$ cat src/hdl/mbu_consts.svh
/*
 * Sizes, I/O page and microcode addresses of the memory bank unit.
 * Included by the package and by every RTL file that needs a constant.
 */

`ifndef MBU_CONSTS_SVH
`define MBU_CONSTS_SVH

//////////////////////////////////////////////////////////////
// Register file geometry
//////////////////////////////////////////////////////////////

// Eight bank registers MB0 to MB7
`define MBU_NREGS 8

// Register select width
`define MBU_SEL_W 3

//////////////////////////////////////////////////////////////
// Address decoding
//////////////////////////////////////////////////////////////

// Microcode read and write address width
`define MBU_UADDR_W 5

// Required value of ab[7:3] for I/O addresses 0x08 to 0x0F
`define MBU_IO_PAGE 5'b00001

// Program bank (MB0) read and write address
`define MBU_UA_MBP 5'b01100

// Group of write addresses 001xx that load the AR top byte
`define MBU_UA_GRP_AR 3'b001

`endif

$ cat src/hdl/mbu_pkg.sv
/*
 * Types shared by the memory bank unit RTL and its testbench.
 * Imported with a wildcard in each module header that needs them.
 */

`include "mbu_consts.svh"

package mbu_pkg;

   // Decoder view of a microcode address
   // Page bits then the low field that picks the output line
   typedef struct packed {
      logic                      pg_dis;
      logic                      pg_en;
      logic [`MBU_UADDR_W-3:0]   low;
   } mbu_uaddr_dec_t;

   // Group view of the same address
   // Top three bits name the group, the rest index a register
   typedef struct packed {
      logic [2:0]                grp;
      logic [`MBU_UADDR_W-4:0]   idx;
   } mbu_uaddr_grp_t;

   // One microcode address word, decoded two ways
   typedef union packed {
      mbu_uaddr_dec_t dec;
      mbu_uaddr_grp_t grp;
   } mbu_uaddr_u;

   // Access strobes from the address decoder, all active high
   typedef struct packed {
      logic iombr;          // I/O access to the register page
      logic io_rd;          // ...and it is an IN
      logic io_wr;          // ...and it is an OUT
      logic read_mbp;       // Microcode read of MB0
      logic write_mbp;      // Microcode write of MB0
      logic write_ar_mbx;   // Load AR top byte from a bank register
   } mbu_strobes_t;

   // Where the register select comes from
   typedef enum logic [1:0] {
      SEL_AB,
      SEL_ZERO,
      SEL_WADDR,
      SEL_IR
   } mbu_sel_src_e;

   // Control word, one per cycle, consumed by the register file
   typedef struct packed {
      logic                    enable;       // Set the enable flag
      logic                    wr;           // Write selected register
      logic                    wr_from_db;   // Write data from db, else ibus
      logic                    rd_ibus;      // Read result to ibus
      logic                    rd_db;        // Read result to db
      logic                    rd_ar;        // Read result to aext
      logic [`MBU_SEL_W-1:0]   sel;          // Register number
   } mbu_ctl_t;

endpackage

$ cat src/hdl/mbu_addr_decode.sv
/*
 * Address decoder of the memory bank unit.
 * Turns the I/O address bus and both microcode addresses into access
 * strobes for the control table. Purely combinational.
 */

`include "mbu_consts.svh"

module mbu_addr_decode
   import mbu_pkg::*;
(
   input  logic [7:0]   ab,
   input  logic         sysdev,
   input  logic         io_rd,
   input  logic         io_wr,
   input  mbu_uaddr_u   raddr,
   input  mbu_uaddr_u   waddr,
   output mbu_strobes_t strobes
);

   // Program bank address in union form, so its fields line up
   localparam mbu_uaddr_u UA_MBP = `MBU_UA_MBP;

   logic io_page;
   logic raddr_mbp;
   logic waddr_mbp;
   logic waddr_ar;

   //////////////////////////////////////////////////////////////
   // I/O page
   //////////////////////////////////////////////////////////////

   // Addresses 0x08 to 0x0F, low three bits pick the register
   assign io_page = (ab[7:3] == `MBU_IO_PAGE);

   //////////////////////////////////////////////////////////////
   // Microcode addresses, decoder view
   //////////////////////////////////////////////////////////////

   // Mirrors a '138 with G1 on bit 3 and /G2A on bit 4
   assign raddr_mbp = (raddr.dec.pg_dis == UA_MBP.dec.pg_dis) &&
                      (raddr.dec.pg_en  == UA_MBP.dec.pg_en)  &&
                      (raddr.dec.low    == UA_MBP.dec.low);

   // Same decode on the write side
   assign waddr_mbp = (waddr.dec.pg_dis == UA_MBP.dec.pg_dis) &&
                      (waddr.dec.pg_en  == UA_MBP.dec.pg_en)  &&
                      (waddr.dec.low    == UA_MBP.dec.low);

   //////////////////////////////////////////////////////////////
   // Microcode addresses, group view
   //////////////////////////////////////////////////////////////

   // Second decoder on bits 4:2, group 001 loads the AR top byte
   assign waddr_ar = (waddr.grp.grp == `MBU_UA_GRP_AR);

   //////////////////////////////////////////////////////////////
   // Strobe word
   //////////////////////////////////////////////////////////////

   always_comb begin
      // Page hit only for a system device cycle that reads or writes
      strobes.iombr        = io_page && sysdev && (io_rd || io_wr);
      strobes.io_rd        = strobes.iombr && io_rd;
      strobes.io_wr        = strobes.iombr && io_wr;
      strobes.read_mbp     = raddr_mbp;
      strobes.write_mbp    = waddr_mbp;
      strobes.write_ar_mbx = waddr_ar;
   end

endmodule

$ cat src/hdl/mbu_ctl_rom.sv
/*
 * Control table of the memory bank unit.
 * Maps the access strobes to a control word and picks the register
 * select from the I/O address, zero, the write address or the IR.
 */

`include "mbu_consts.svh"

module mbu_ctl_rom
   import mbu_pkg::*;
(
   input  mbu_strobes_t            strobes,
   input  logic                    idxen,
   input  logic [`MBU_SEL_W-1:0]   ir,
   input  logic [`MBU_SEL_W-1:0]   ab_sel,
   input  logic [1:0]              waddr_idx,
   output mbu_ctl_t                ctl
);

   mbu_sel_src_e sel_src;

   //////////////////////////////////////////////////////////////
   // Control table
   //////////////////////////////////////////////////////////////

   // One row per access kind, I/O first as on the board ROM
   always_comb begin
      ctl.enable     = 1'b0;
      ctl.wr         = 1'b0;
      ctl.wr_from_db = 1'b0;
      ctl.rd_ibus    = 1'b0;
      ctl.rd_db      = 1'b0;
      ctl.rd_ar      = 1'b0;
      sel_src        = SEL_ZERO;

      casez ({strobes.iombr, strobes.read_mbp, strobes.write_mbp,
              strobes.write_ar_mbx})
         // IN or OUT to 0x08..0x0F
         4'b1???: begin
            sel_src        = SEL_AB;
            ctl.enable     = 1'b1;
            // OUT stores db
            ctl.wr         = strobes.io_wr;
            ctl.wr_from_db = strobes.io_wr;
            // IN drives db back
            ctl.rd_db      = strobes.io_rd;
         end
         // Microcode reads the program bank onto ibus
         4'b01??: begin
            sel_src     = SEL_ZERO;
            ctl.rd_ibus = 1'b1;
         end
         // Microcode writes the program bank from ibus
         4'b001?: begin
            sel_src = SEL_ZERO;
            ctl.wr  = 1'b1;
         end
         // AR top byte load, indexed or not
         4'b0001: begin
            sel_src   = idxen ? SEL_IR : SEL_WADDR;
            ctl.rd_ar = 1'b1;
         end
         // Idle
         default: begin
            sel_src = SEL_ZERO;
         end
      endcase
   end

   //////////////////////////////////////////////////////////////
   // Register select multiplexer
   //////////////////////////////////////////////////////////////

   // Four sources, formerly two '244s wired together
   always_comb begin
      unique case (sel_src)
         SEL_AB:    ctl.sel = ab_sel;
         SEL_ZERO:  ctl.sel = '0;
         SEL_WADDR: ctl.sel = {1'b0, waddr_idx};
         SEL_IR:    ctl.sel = ir;
         default:   ctl.sel = '0;
      endcase
   end

endmodule

$ cat src/hdl/mbu_regfile.sv
/*
 * Bank register file of the memory bank unit.
 * Holds MB0 to MB7 and the enable flag, applies the control word at each
 * clock and registers the read result onto one output for one cycle.
 */

`include "mbu_consts.svh"

module mbu_regfile
   import mbu_pkg::*;
(
   input  logic       clk,
   input  logic       rst,
   input  mbu_ctl_t   ctl,
   input  logic [7:0] ibus_in,
   input  logic [7:0] db_in,
   input  logic       fp_rom,
   output logic [7:0] ibus_out,
   output logic       ibus_oe,
   output logic [7:0] db_out,
   output logic       db_oe,
   output logic [7:0] aext,
   output logic       ar_mbx_we
);

   // Bank registers
   logic [7:0] regs [`MBU_NREGS];

   // Cleared at reset, set by the first I/O access to the page
   logic       en_q;

   logic       en_now;
   logic [7:0] wdata;
   logic [7:0] rd_val;

   //////////////////////////////////////////////////////////////
   // Read and write data paths
   //////////////////////////////////////////////////////////////

   // OUT writes take db, microcode writes take ibus
   assign wdata = ctl.wr_from_db ? db_in : ibus_in;

   // Enabling access already sees the enabled file
   assign en_now = en_q || ctl.enable;

   // Disabled unit reads as the front-panel ROM/RAM switch in bit 7
   assign rd_val = en_now ? regs[ctl.sel] : {fp_rom, 7'b000_0000};

   //////////////////////////////////////////////////////////////
   // Registers and enable flag
   //////////////////////////////////////////////////////////////

   always_ff @(posedge clk) begin
      if (rst) begin
         en_q <= 1'b0;
         for (int i = 0; i < `MBU_NREGS; i++) begin
            regs[i] <= '0;
         end
      end else begin
         if (ctl.enable) begin
            en_q <= 1'b1;
         end
         // Stored even while disabled, only the read path is masked
         if (ctl.wr) begin
            regs[ctl.sel] <= wdata;
         end
      end
   end

   //////////////////////////////////////////////////////////////
   // Registered outputs
   //////////////////////////////////////////////////////////////

   // Exactly one destination per read, idle outputs sit at zero
   always_ff @(posedge clk) begin
      if (rst) begin
         ibus_out  <= '0;
         ibus_oe   <= 1'b0;
         db_out    <= '0;
         db_oe     <= 1'b0;
         aext      <= '0;
         ar_mbx_we <= 1'b0;
      end else begin
         // Microcode read of MB0
         ibus_oe  <= ctl.rd_ibus;
         ibus_out <= ctl.rd_ibus ? rd_val : 8'h00;

         // IN instruction
         db_oe  <= ctl.rd_db;
         db_out <= ctl.rd_db ? rd_val : 8'h00;

         // AR top byte, low when nothing drives it
         ar_mbx_we <= ctl.rd_ar;
         aext      <= ctl.rd_ar ? rd_val : 8'h00;
      end
   end

endmodule

$ cat src/hdl/mbu.sv
/*
 * Memory bank unit top level.
 * Eight bank registers extending processor addresses to 24 bits, reached
 * by I/O at 0x08 to 0x0F, by microcode and by AR top byte loads.
 */

`include "mbu_consts.svh"

module mbu
   import mbu_pkg::*;
(
   input  logic                      clk,
   input  logic                      rst,
   input  logic [`MBU_UADDR_W-1:0]   raddr,
   input  logic [`MBU_UADDR_W-1:0]   waddr,
   input  logic                      idxen,
   input  logic [`MBU_SEL_W-1:0]     ir,
   input  logic [7:0]                ibus_in,
   input  logic [7:0]                ab,
   input  logic [7:0]                db_in,
   input  logic                      sysdev,
   input  logic                      io_rd,
   input  logic                      io_wr,
   input  logic                      fp_rom,
   output logic [7:0]                ibus_out,
   output logic                      ibus_oe,
   output logic [7:0]                db_out,
   output logic                      db_oe,
   output logic [7:0]                aext,
   output logic                      ar_mbx_we
);

   mbu_uaddr_u   raddr_u;
   mbu_uaddr_u   waddr_u;
   mbu_strobes_t strobes;
   mbu_ctl_t     ctl;

   // Microcode addresses seen through both union views
   assign raddr_u = raddr;
   assign waddr_u = waddr;

   //////////////////////////////////////////////////////////////
   // Decode, control, register file
   //////////////////////////////////////////////////////////////

   mbu_addr_decode addr_decode_i (
      .ab      (ab),
      .sysdev  (sysdev),
      .io_rd   (io_rd),
      .io_wr   (io_wr),
      .raddr   (raddr_u),
      .waddr   (waddr_u),
      .strobes (strobes)
   );

   // Register number comes from ab[2:0] or waddr[1:0] among others
   mbu_ctl_rom ctl_rom_i (
      .strobes   (strobes),
      .idxen     (idxen),
      .ir        (ir),
      .ab_sel    (ab[2:0]),
      .waddr_idx (waddr_u.grp.idx),
      .ctl       (ctl)
   );

   mbu_regfile regfile_i (
      .clk       (clk),
      .rst       (rst),
      .ctl       (ctl),
      .ibus_in   (ibus_in),
      .db_in     (db_in),
      .fp_rom    (fp_rom),
      .ibus_out  (ibus_out),
      .ibus_oe   (ibus_oe),
      .db_out    (db_out),
      .db_oe     (db_oe),
      .aext      (aext),
      .ar_mbx_we (ar_mbx_we)
   );

endmodule

$ cat config.mk
export PLATFORM = sky130hd
export DESIGN_NAME = mbu
export DESIGN_NICKNAME = d
export VERILOG_FILES = /design/src/hdl/mbu_pkg.sv /design/src/hdl/mbu_addr_decode.sv /design/src/hdl/mbu_ctl_rom.sv /design/src/hdl/mbu_regfile.sv /design/src/hdl/mbu.sv
export VERILOG_INCLUDE_DIRS = /design/src /design/src/hdl
export SDC_FILE = /design/constraint.sdc
export NUM_CORES = 1
export LEC_CHECK = 0
export BUFFER_PORTS_ARGS = -buffer_cell sky130_fd_sc_hd__buf_4
export CELL_PAD_IN_SITES_DETAIL_PLACEMENT = 0
export CELL_PAD_IN_SITES_GLOBAL_PLACEMENT = 1
export CORE_MARGIN = 2
export CORE_UTILIZATION = 40
export DETAILED_ROUTE_END_ITERATION = 7
export GPL_TIMING_DRIVEN = 0
export MAX_ROUTING_LAYER = met4
export PLACE_DENSITY = 0.74
export RECOVER_POWER = 50
export REMOVE_ABC_BUFFERS = 1
export SKIP_LAST_GASP = 1
export SYNTH_ARGS = -nofsm -noshare
export SYNTH_HDL_FRONTEND = slang
export SYNTH_SLANG_ARGS = --single-unit
$ cat constraint.sdc
create_clock -name clk -period 3.15 [get_ports clk]
set_input_delay 0.63 -clock clk [delete_from_list [all_inputs] [get_ports clk]]
set_output_delay 0.63 -clock clk [all_outputs]
set_load 0.1 [all_outputs]
* After elaboration in Yosys (flattened, before gate mapping)
Memories as Yosys holds them, arrays and structs flattened.
Index checks and enable logic that the tools add are counted.
** Operators by class
- Eq/ne operators :: 10
- Bitwise logic cells :: 5
- Reduce and logical (&&, ||, !) cells :: 15
- Multiplexer cells :: 19
** Operator list (count)
- 8-bit two-way mux :: 3
- 1-bit two-way mux :: 12
- 3-bit case mux with 4 select lines :: 1
- 1-bit logical AND :: 8
- 8-bit OR reduction :: 1
- 3-bit by 1-bit equality test with 1-bit output, second input constant :: 2
- 3-bit equality test, second input constant :: 2
- 2-bit OR reduction :: 3
- 5-bit by 1-bit equality test with 1-bit output, second input constant :: 1
- 1-bit inverter :: 5
- 2-bit by 1-bit equality test with 1-bit output, second input constant :: 2
- 2-bit equality test, second input constant :: 2
- 4-bit by 1-bit equality test with 1-bit output, second input constant :: 1
- 2-bit case mux with 2 select lines :: 1
- 3-bit two-way mux :: 1
- 2-bit zero test :: 1
- 1-bit logical OR :: 2
- 1-bit case mux with 2 select lines :: 1
** Storage, ports and cells
- Output and inout port bits :: 27
- Bits in registers :: 28
- RAM bits :: 64
- Memories :: 1
** Memory list
- regfile_i.regs :: words 8, width 8, read ports 1, clocked after Yosys merged registers in 0, wr ports 8, line mbu_regfile.sv:27 : logic [7:0] regs [`MBU_NREGS];

* Depth between registers and ports, before layout
Gate-level depths: netlist of the first run.
- Depth after elaboration :: 10
- Gate-level depth with buffers :: 10
- Gate-level depth less buffers :: 7

* By module
From an unflattened synthesis of the first run, not the netlist that was laid out.
** Second synthesis, totals
- Cells, all modules :: 301
- Area total of the unflattened synthesis :: 3915.0 µm²
** Modules (own cells, without submodules)
- mbu_regfile :: area an instance 3698.5 µm², instances 1, cells an instance 273
- mbu_ctl_rom :: area an instance 108.9 µm², instances 1, cells an instance 15
- mbu_addr_decode :: area an instance 107.6 µm², instances 1, cells an instance 13

* Least setup slack after synthesis of the first run
OpenSTA, ideal clock, no wires.
- Path type :: input -> register
- Start :: input port ab[4]
- End :: memory regfile_i.regs[2][0] (enable)
- Arrival :: 2.837 ns
- Cell stages on the path :: 8
- Slack :: -0.021 ns
- Setup time :: 0.334 ns
- Cells stage by stage :: or4b_4 > or3_4 > buf_6 > mux2_4 > buf_4 > nor2_1 > nand2_1 > nand2b_1
** RTL lines
- start: declaration :: line mbu.sv:19 : input logic [7:0] ab,
- end: declaration :: line mbu_regfile.sv:27

* Worst setup path in the final report of the first run
- Start :: input port ab[4]
- End :: register regfile_i.aext[6]
** On the way
- Cells in the longest elaborated chain, start to end :: 9
- Elaborated cells on any way between the ends :: 17
- Classes of those cells :: 5 x eq/ne; 5 x mux; 1 x bitwise; 5 x reduce/logical; 1 x memory
** RTL lines
- 5-bit by 1-bit equality test with 1-bit output (no source line) *
- 1-bit logical AND * (2 in a row) :: line mbu_addr_decode.sv:63 : strobes.iombr = io_page && sysdev && (io_rd || io_wr);
- 4-bit by 1-bit equality test with 1-bit output :: line mbu_ctl_rom.sv:36 : casez ({strobes.iombr, strobes.read_mbp, strobes.write_mbp,
- 2-bit case mux with 2 select lines :: line mbu_ctl_rom.sv:36
- 2-bit equality test, or another cell as far along :: line mbu_ctl_rom.sv:76 : unique case (sel_src)
- 3-bit case mux with 4 select lines :: line mbu_ctl_rom.sv:76
- memory read 8 x 8 bit
- 8-bit two-way mux :: line mbu_regfile.sv:47 : assign rd_val = en_now ? regs[ctl.sel] : {fp_rom, 7'b000_0000};
- end signal: assignment :: line mbu_regfile.sv:94 : aext <= ctl.rd_ar ? rd_val : 8'h00;
- end: declaration :: line mbu_regfile.sv:22 : output logic [7:0] aext,
Every way passes the cells marked *; elsewhere a longest branch is shown, timed or not.
A chain may end at the register's enable or synchronous reset.

==> results of run 1 <==
## Yosys cell counts, types with 2 or more instances
cell / count
nand2_1: 35
mux2_2: 4
nor2_1: 80
a21oi_1: 12
o31ai_1: 2
o21ai_0: 2
o22ai_1: 7
dfxtp_1: 28
a31oi_1: 14
or3_1: 2
nor4b_1: 2
nand2b_1: 10
nor3_1: 7
nor3b_1: 4
mux2i_1: 37
inv_1: 3
and2_1: 20
clkbuf_1: 10
a211oi_1: 4
or4_1: 3
mux2_4: 2
o221ai_1: 4
nand3_1: 9
edfxtp_1: 64
o22a_1: 4
## registers in the layout, summed over array words and instances (netlist names)
name	flops
regfile_i.en_q	1
regfile_i.ar_mbx_we	1
regfile_i.regs	64
regfile_i.db_oe	1
regfile_i.ibus_out	8
regfile_i.aext	8
regfile_i.db_out	8
regfile_i.ibus_oe	1
## per-layer routing
metal	global-route usage (%)	routed length [µm]	vias up
met4	5.586	142	0
met5	-	0	-
li1	-	-	1557
met2	33.50	5405	120
met3	3.571	747	14
met1	24.14	4642	1539
## through the flow
| stage | instance area [µm²] | hold WS (ns) | setup TNS [ns] |
|---|---|---|---|
| floorplan | 4215 | 0.5491 | -10.44 |
| global placement | 4911 | 0.6376 | -140.91 |
| detailed placement | 4933 | 0.6398 | -61.25 |
| CTS | 5174 | 0.5579 | -1.656 |
| global route | 5121 | 0.5780 | 0 |
| finish | 5121 | 0.5632 | 0 |
## placed cells by master, fill, tap and decap left out, types with 3 or more instances in the layout
master	Yosys	final
or4_1	3	3
nand2_1	35	28
clkbuf_8	0	9
a211oi_1	4	4
dfxtp_1	28	28
clkbuf_1	10	28
buf_4	1	43
a31oi_1	14	14
mux2i_1	37	37
nand3_1	9	9
o22ai_1	7	7
inv_1	3	3
nor3_1	7	6
edfxtp_1	64	64
nor3b_1	4	4
nand2b_2	0	6
nand2_2	1	8
o22a_1	4	4
and2_0	0	3
o221ai_1	4	4
nor2_1	80	78
and2_1	20	17
a21oi_1	12	12
mux2_2	4	4
## cells by family after synthesis
group	Yosys count	share of synthesized area, %
flops	92	57.99
simple gates	179	19.97
buf+inv	17	1.783
mux	44	10.93
compound gates	57	9.324
## tightest hold or removal path: stages
cell and delay [ns]:
buf_4 0.11, nand3b_1 0.09, nor2_1 0.05
## path summary, 6_finish.rpt
check | depth (start not counted) | startpoint | end
setup reg to reg | 5 | regfile_i.en_q$_SDFFE_PP0P_ | regfile_i.aext[6]$_SDFF_PP0_
hold reg to reg | 2 | regfile_i.en_q$_SDFFE_PP0P_ | regfile_i.en_q$_SDFFE_PP0P_
hold / removal | 3 | io_rd | regfile_i.db_out[1]$_SDFF_PP0_
setup / recovery | 8 | ab[4] | regfile_i.aext[6]$_SDFF_PP0_
## power by group through the flow
stage          Combinational (mW)  Sequential (mW)  Clock, mW
6_report                    0.205             1.35      0.825
5_1_grt                     0.221             1.35      0.880
4_1_cts                     0.204             1.35      0.834
3_5_place_dp                0.200             1.38          0
3_3_place_gp                0.195             1.38          0
2_1_floorplan               0.100             1.38          0
## cell type report
type,count,area share (%)
repair buffers,71,8.576
clock buffers,11,2.981
clock inverters,5,1.124
well taps,136,3.323
flip-flops and latches,92,48.47
inverters,3,0.2199
multi-input cells,282,35.30
## what timing repair did
action | in CTS | in global routing
pin swaps | 1 | 1
hold buffers | 0 | 0
gates cloned | 1 | 1
gates resized for setup | 9 | 12
endpoints found under the setup margin | 66 | 73
==> results.ini, run 1 <==
[worst_setup_path]
regToRegSetupSlack_ns=1.33
path_class=in -> reg
slowest_stage=or4_1
crit_path_max_fanout=17
crit_required_ns=3.41
worst-path-buf-inv=1
crit_path_start_kind=primary input
slowest_delay_ns=0.61
crit_path_end_kind=flip-flop
cpLargestDelayFamily=simple AND/OR/NAND/NOR gates
worst_ep_arrival_time_ns=3.29
cp_cell_sequence=buf_4, or4b_4, or3_4, mux2_4, nand2_1, a21oi_1, or4_1, and2_1

[sta]
finClkSkew_ns=0.01382
fin_ws_ns=0.1211
hold_viol=0
worst_pin_slew_ns=1.187
slew_viol_final=0
fmax_mhz=330.2
setup_viol=0
slew_headroom_pct=21.17
rsz0062_at_grt=no
fin_crit_ns=3.029
finalCritPeriodShare_pct=96.16

[pwr]
p_per_area_nw_per_um2=464.6
vdd_drop_max_v=0.0002462
p_sw_share_pct=22.80
pwr-share-seq_pct=56.7
leakage_nw=1.923
clkPwrFrac_pct=34.7
switchingPower_mw=0.5424
intPower_mw=1.837
fin_total_pwr_mw=2.379
share_comb_of_total_power_pct=8.6

[synth]
ys_async_sr_fraction_pct=0
synthDistinctLibCells=45
synth_top_area_share_pct=44.90
synth_seq_cells=92
ys.flop_type=edfxtp_1
seq_area_frac_synth_pct=57.99
mappedNetlistArea_um2=4280
synth_edf_count=64
syn_inst=389
synth_top_area_cell=edfxtp_1
synth_area_leaders=edfxtp_1 45%, dfxtp_1 13%, mux2i_1 8.7%
syn_avg_cell_area_um2=11.00
synth_warnings=0

[floorplanning]
core_area_um2=10370
die_h_um=107.4
num_rows=37
ios=71
start_util_pct=41.28
die_w_um=107.4
fp.dieArea_um2=11540

[route]
routed_wl_um=10940
first_pass_iters=5
num_vias=3230
antenna_left=0
drtIter0Drc=238
vias_per_cell=5.383
wire_per_inst_um=18.23
drcViolationCount=0

[final_layout]
drive_above_1_share_pct=20.04
stdcell_count=600
fin_nets=503
area_growth_pct=19.64
nFillCells=986
final_util_pct=49.38
regArea_um2=2482
n_antenna_cell=0
multi_input_area_um2=1808

[clock_tree]
htree_levels=3
clock-sinks=92
clk_latency_ns=0.37
cts_buffers=9
cts_tree=done
clk_pin_slew_ns=0.08
clockRootBuffer=clkbuf_8
clock_path_buffers=2
cts_setup_buffers=0

[status]
outcome=finished clean

[global_routing]
grt_pass1_wl_um=16350
grt_antenna_before_repair=0
grt_max_degree=29
grt_usage_pct=19.68
grt_overflow=0
first_global_vias=3012

[placed_design]
post-place-ws_ns=-0.7337
dpl.cell_count=582
gp_congestion=0.8042
dpl.hpwl_um=7556
io_buffer_count=70

[worst_hold_path]
holdCritPathClass=in -> reg

[flow_run]
max-cap-violations=0

Note: power is estimated with default switching activity, not from simulation.
==> run 2, diff against run 1 <==
==> constraint.sdc (replaced) <==
create_clock -name clk -period 2.6 [get_ports clk]
set_input_delay 0.13 -clock clk [delete_from_list [all_inputs] [get_ports clk]]
set_output_delay 0.13 -clock clk [all_outputs]
set_load 0.1 [all_outputs]
==> results.ini, run 2 (same netlist as run 1, synthesis figures left out) <==
[global_routing]
grt_overflow=0  ; unchanged
first_global_vias=3071  ; was 3012
grt_usage_pct=19.99  ; was 19.68%
grt_max_degree=29  ; unchanged
grt_pass1_wl_um=16660  ; was 16350 µm
grt_antenna_before_repair=0  ; unchanged

[sta]
fin_ws_ns=0.05719  ; was 0.1211 ns
finClkSkew_ns=0.01391  ; was 0.01382 ns
slew_headroom_pct=20.57  ; was 21.17%
setup_viol=0  ; unchanged
worst_pin_slew_ns=1.197  ; was 1.187 ns
rsz0062_at_grt=yes  ; was no
finalSetupTns_ns=0  ; unchanged
fmax_mhz=393.3
fin_crit_ns=2.543
finalCritPeriodShare_pct=97.80
slew_viol_final=0  ; unchanged
hold_viol=0  ; unchanged

[floorplanning]
start_util_pct=41.28  ; unchanged
core_area_um2=10370  ; unchanged
fp.dieArea_um2=11540  ; unchanged
die_w_um=107.4  ; unchanged
ios=71  ; unchanged
num_rows=37  ; unchanged
die_h_um=107.4  ; unchanged

[final_layout]
fin_nets=506  ; was 503
final_common_cell=nor2_1  ; unchanged
drive_above_1_share_pct=19.70  ; was 20.04%
largest_register_ffs=64  ; unchanged
layout_common_cells=79 x nor2_1, 64 x edfxtp_1, 46 x buf_4  ; was 78 x nor2_1, 64 x edfxtp_1, 43 x buf_4
largest_register=regfile_i.regs  ; unchanged
stdcell_count=603  ; was 600
n_antenna_cell=0  ; unchanged
area_growth_pct=19.82  ; was 19.64%

[clock_tree]
clock-sinks=92  ; unchanged
clk_pin_slew_ns=0.08  ; about the same
clock_path_buffers=2  ; unchanged
clockRootBuffer=clkbuf_8  ; unchanged
cts_hold_buffers=0  ; unchanged
htree_levels=3  ; unchanged
cts_tree=done  ; unchanged
cts_buffers=9  ; unchanged
clk_latency_ns=0.37  ; about the same

[flow_run]
max-cap-violations=0  ; unchanged

[route]
routed_wl_um=11050  ; was 10940 µm
drtIter0Drc=227  ; was 238
drcViolationCount=0  ; unchanged
vias_per_cell=5.376  ; was 5.383
first_pass_iters=7  ; was 5
antenna_left=0  ; unchanged
wire_per_inst_um=18.33  ; was 18.23 µm
num_vias=3242  ; was 3230

[status]
outcome=finished clean  ; unchanged

[placed_design]
dpl.hpwl_um=7556  ; unchanged
io_buffer_count=70  ; unchanged
gp_congestion=0.8042  ; unchanged
post-place-ws_ns=-0.7837  ; was -0.7337 ns
dpl.cell_count=582  ; unchanged

[pwr]
leakage_nw=1.933  ; was 1.923 nW
vdd_drop_max_v=0.0003001  ; was 0.0002462 V
p_per_area_nw_per_um2=562.4  ; was 464.6 nW/µm²

[worst_setup_path]
path_class=in -> reg  ; unchanged
crit_required_ns=2.86  ; was 3.41 ns
crit_path_start_kind=primary input  ; unchanged
crit_path_end_kind=flip-flop  ; unchanged
crit_path_max_fanout=17  ; unchanged
worst_ep_arrival_time_ns=2.80  ; was 3.29 ns

[worst_hold_path]
holdCritPathClass=in -> reg  ; unchanged

run 2: changes by cell type in the layout (fill, tap and decap cells not counted):
cell      change
nor3_2        -1
nand2_2       -3
buf_4         +3
a211oi_1      -1
nor3_1        +1
and2_1        +3
nand2_1       +3
and2_0        -3
nand2b_4      -1
nand2b_2      +1
nor2_1        +1
a211oi_2      +1
nor2_2        -1
run 2: area by class of cell:
type,count,area (µm²)
clock inverter,5,57.56
timing repair buffer,74,461.7
inverter,3,11.26
fill,986,5241
tap,136,170.2
sequential,92,2482
multi-input combinational,282,1793
clock buffer,11,152.6
run 2: final timing paths:
kind                                from                        endpoint  cells after the start  slack (ns)
max                                ab[4]    regfile_i.aext[6]$_SDFF_PP0_                      8        0.06
min                                io_rd  regfile_i.db_out[1]$_SDFF_PP0_                      3        0.06
max reg2reg  regfile_i.en_q$_SDFFE_PP0P_    regfile_i.aext[0]$_SDFF_PP0_                      5        0.75
min reg2reg  regfile_i.en_q$_SDFFE_PP0P_     regfile_i.en_q$_SDFFE_PP0P_                      2        0.67
run 2: timing repair:
item,in CTS,in global routing
pin swaps,2,2
resized for setup,13,3
buffers inserted,3,0
cloned,2,0
endpoints found under the setup margin,73,65
run 2: report_power, final:
group / internal, mW / switching [mW] / total [mW]
clock network: 0.507 / 0.494 / 1.00
logic: 0.105 / 0.143 / 0.248
registers: 1.61 / 0.0219 / 1.64
run 2: critical path, cell delays in order:
cell and delay (ns):
buf_4 0.11, or4b_4 0.59, or3_4 0.47, mux2_4 0.46, nand2_1 0.12, a21oi_1 0.09, or4_1 0.62, and2_1 0.19
run 2: per-stage QoR:
step                power, mW  utilization [%]  area [µm²]  hold WS [ns]
global route            2.976            49.46        5129       0.07513
finish                  2.884            49.46        5129       0.06336
detailed placement      1.911            47.57        4933        0.4461
CTS                     2.894            50.30        5216       0.05786
global placement        1.902            47.36        4911        0.4397
floorplan               1.792                -        4215        0.2024
run 2: layer usage:
layer	GRT usage, %	share of wire (%)	vias to the layer above
met2	34.31	49	121
met5	-	0	-
met1	24.22	43	1546
li1	-	-	1564
met4	5.678	1.2	0
met3	3.753	6.6	11
==> run 3, diff against run 2 <==
--- a/config.mk
+++ b/config.mk
@@ -13,11 +13,11 @@
 export CORE_UTILIZATION = 40
 export DETAILED_ROUTE_END_ITERATION = 7
 export GPL_TIMING_DRIVEN = 0
-export MAX_ROUTING_LAYER = met4
-export PLACE_DENSITY = 0.74
+export PLACE_DENSITY = 0.73
 export RECOVER_POWER = 50
 export REMOVE_ABC_BUFFERS = 1
 export SKIP_LAST_GASP = 1
 export SYNTH_ARGS = -nofsm -noshare
 export SYNTH_HDL_FRONTEND = slang
+export SYNTH_HIERARCHICAL = 1
 export SYNTH_SLANG_ARGS = --single-unit
==> results.ini, run 3 <==
[status]
outcome=finished clean  ; unchanged

[synth]
ys_async_sr_fraction_pct=0  ; unchanged
seq_area_frac_synth_pct=63.41  ; was 57.99%
synthDistinctLibCells=33  ; was 45
synth_top_area_share_pct=49.09  ; was 44.90%
synth_warnings=6  ; was 0
synth_edf_count=64  ; unchanged
ys.flop_type=edfxtp_1  ; unchanged
yosysMostFrequentCell=nor2_1  ; unchanged
synth_seq_cells=92  ; unchanged
mappedNetlistArea_um2=3915  ; was 4280 µm²
syn_avg_cell_area_um2=13.01  ; was 11.00 µm²
synth_area_leaders=edfxtp_1 49%, dfxtp_1 14%, mux2i_1 11%  ; was edfxtp_1 45%, dfxtp_1 13%, mux2i_1 8.7%
synth_top_area_cell=edfxtp_1  ; unchanged
syn_inst=301  ; was 389
synth_top_cells_by_count=71 x nor2_1, 64 x edfxtp_1, 42 x mux2i_1, 28 x dfxtp_1, 21 x nor3_1  ; was 80 x nor2_1, 64 x edfxtp_1, 37 x mux2i_1, 35 x nand2_1, 28 x dfxtp_1

[clock_tree]
clk_pin_slew_ns=0.10  ; was 0.08 ns
clockRootBuffer=clkbuf_8  ; unchanged
clk_latency_ns=0.35  ; was 0.37 ns
cts_tree=done  ; unchanged
htree_levels=3  ; unchanged
cts_buffers=9  ; unchanged
clock-sinks=92  ; unchanged
clock_path_buffers=2  ; unchanged

[pwr]
share_comb_of_total_power_pct=7.9  ; was 8.6%
p_per_area_nw_per_um2=588.1  ; was 562.4 nW/µm²
switchingPower_mw=0.6622  ; was 0.6588 mW
clkPwrFrac_pct=32.9  ; was 34.7%
fin_total_pwr_mw=2.746  ; was 2.884 mW
pwr-share-seq_pct=59.2  ; was 56.7%
vdd_drop_max_v=0.0002405  ; was 0.0003001 V
intPower_mw=2.084  ; was 2.225 mW
leakage_nw=1.635  ; was 1.933 nW
p_sw_share_pct=24.11  ; was 22.84%

[global_routing]
grt_max_degree=23  ; was 29
grt_pass1_wl_um=12910  ; was 16660 µm
first_global_vias=2420  ; was 3071
grt_overflow=0  ; unchanged
grt_antenna_before_repair=0  ; unchanged
grt_usage_pct=16.81  ; was 19.99%

[flow_run]
max-cap-violations=0  ; unchanged

[worst_setup_path]
path_class=in -> reg  ; unchanged
cp_cell_sequence=buf_4, o211a_2, or4b_4, o21ai_4, clkbuf_4, clkbuf_4, mux2i_1, mux4_2, nor3_1  ; was buf_4, or4b_4, or3_4, mux2_4, nand2_1, a21oi_1, or4_1, and2_1
crit_top_cell=clkbuf_4
crit_path_end_kind=flip-flop  ; unchanged
slowest_stage=or4b_4  ; was or4_1
crit_path_max_fanout=20  ; was 17
slowest_delay_ns=0.58  ; was 0.62 ns
worst_ep_arrival_time_ns=2.83  ; was 2.80 ns
crit_required_ns=2.88  ; was 2.86 ns
crit_path_start_kind=primary input  ; unchanged

[route]
routed_wl_um=8480  ; was 11050 µm
drtIter0Drc=149  ; was 227
vias_per_cell=4.916  ; was 5.376
num_vias=2502  ; was 3242
antenna_left=0  ; unchanged
drcViolationCount=0  ; unchanged
wire_per_inst_um=16.66  ; was 18.33 µm
first_pass_iters=4  ; was 7

[placed_design]
dpl.hpwl_um=6032  ; was 7556 µm
io_buffer_count=70  ; unchanged
gp_congestion=0.7507  ; was 0.8042

[final_layout]
final_common_cell=nor2_1  ; unchanged
n_antenna_cell=0  ; unchanged
layout_common_cells=71 x nor2_1, 64 x edfxtp_1, 46 x buf_4  ; was 79 x nor2_1, 64 x edfxtp_1, 46 x buf_4
fin_nets=415  ; was 506
largest_register_ffs=64  ; unchanged
area_growth_pct=19.27  ; was 19.82%
largest_register=regfile_i/regs  ; was regfile_i.regs
drive_above_1_share_pct=25.00  ; was 19.70%
final_util_pct=48.44  ; was 49.46%

[floorplanning]
fp.dieArea_um2=10590  ; was 11540 µm²
die_w_um=102.9  ; was 107.4 µm
die_h_um=102.9  ; was 107.4 µm
ios=71  ; unchanged
start_util_pct=40.62  ; was 41.28%
num_rows=36  ; was 37
core_area_um2=9639  ; was 10370 µm²

[sta]
slew_viol_final=0  ; unchanged
fin_crit_ns=2.556  ; was 2.543 ns
slew_headroom_pct=20.45  ; was 20.57%
setup_viol=0  ; unchanged
hold_viol=0  ; unchanged
fmax_mhz=391.3  ; was 393.3 MHz
rsz0062_at_grt=yes  ; unchanged
timing.hold.ws_ns=0.07493  ; was 0.06336 ns
finClkSkew_ns=0.008239  ; was 0.01391 ns
worst_pin_slew_ns=1.198  ; was 1.197 ns
finalCritPeriodShare_pct=98.29  ; was 97.80%

[worst_hold_path]
holdCritPathClass=in -> reg  ; unchanged

-- run 3: cell types whose count changed after synthesis, moves of 4 or more --
cell,before,now
o221ai_1,4,0
mux2_2,4,0
o22a_1,4,0
nand3_1,9,2
o22ai_1,7,0
nor2_1,80,71
mux2i_1,37,42
a21oi_1,12,0
nor3_1,7,21
a31oi_1,14,0
and2_1,20,0
nand2_1,35,8
mux4_2,0,8
-- run 3: per-layer routing --
metal | global-route usage (%) | vias up | routed length, µm | share of wire [%]
li1 | - | 1213 | - | -
met1 | 21.55 | 1186 | 3640 | 43
met2 | 28.82 | 99 | 4150 | 49
met3 | 3.254 | 4 | 651 | 7.7
met4 | 5.364 | 0 | 37 | 0.44
met5 | 0 | - | 0 | 0
-- run 3: final cells by class --
type | count | area, µm²
inverter | 4 | 15.01
clock inverter | 7 | 66.31
multi-input combinational | 187 | 1338
sequential | 92 | 2482
clock buffer | 9 | 123.9
tap | 133 | 166.4
timing repair buffer | 77 | 478.0
fill | 936 | 4970
-- run 3: per-stage QoR --
step	setup slack [ns]	TNS (ns)	std cells	area, µm²
2_1_floorplan	-3.829	-459.53	283	3780
3_3_place_gp	-6.207	-749.18	486	4472
3_5_place_dp	-0.7316	-62.93	488	4514
4_1_cts	0.006012	0	508	4776
5_1_grt	-0.07752	-1.726	509	4669
6_report	0.04436	0	509	4669
-- run 3: power by group through the flow --
stage	clock network [mW]	registers (mW)	logic, mW
floorplan	0	1.66	0.111
global placement	0	1.66	0.214
detailed placement	0	1.66	0.214
CTS	0.933	1.63	0.222
global route	0.984	1.63	0.236
finish	0.903	1.63	0.218
-- run 3: kinds of logic (layout without fill, tap and decap cells) --
group | count (synthesis) | count (layout) | share of synthesized area (%)
AOI/OAI and AO/OA | 8 | 8 | 1.566
muxes | 50 | 50 | 15.34
DFF | 92 | 92 | 63.41
buffers and inverters | 22 | 97 | 3.835
and+or+nand+nor | 129 | 129 | 15.85
-- run 3: critical path: cells and delay by family --
family	cells	cell delay (ns)
buffers and inverters	3	0.65
and+or+nand+nor	2	0.77
muxes	2	0.71
AOI/OAI and AO/OA	2	0.55
-- run 3: what timing repair did --
action                     4_1_cts  5_1_grt
buffers inserted                 4        0
setup endpoints to repair       75       56
hold buffers                     0        0
cloned                           0        0
pin swaps                        1        0
gates resized for setup         11        2
-- run 3: worst paths after layout --
kind / start / end / slack (ns) / cells after the start
min reg2reg: regfile_i/en_q$_SDFFE_PP0P_ / regfile_i/en_q$_SDFFE_PP0P_ / 0.56 / 2
min: rst / regfile_i/en_q$_SDFFE_PP0P_ / 0.07 / 2
max: io_wr / regfile_i/aext[5]$_SDFF_PP0_ / 0.04 / 9
max reg2reg: regfile_i/regs[2][7]$_SDFFCE_PN0P_ / regfile_i/db_out[7]$_SDFF_PP0_ / 1.30 / 3
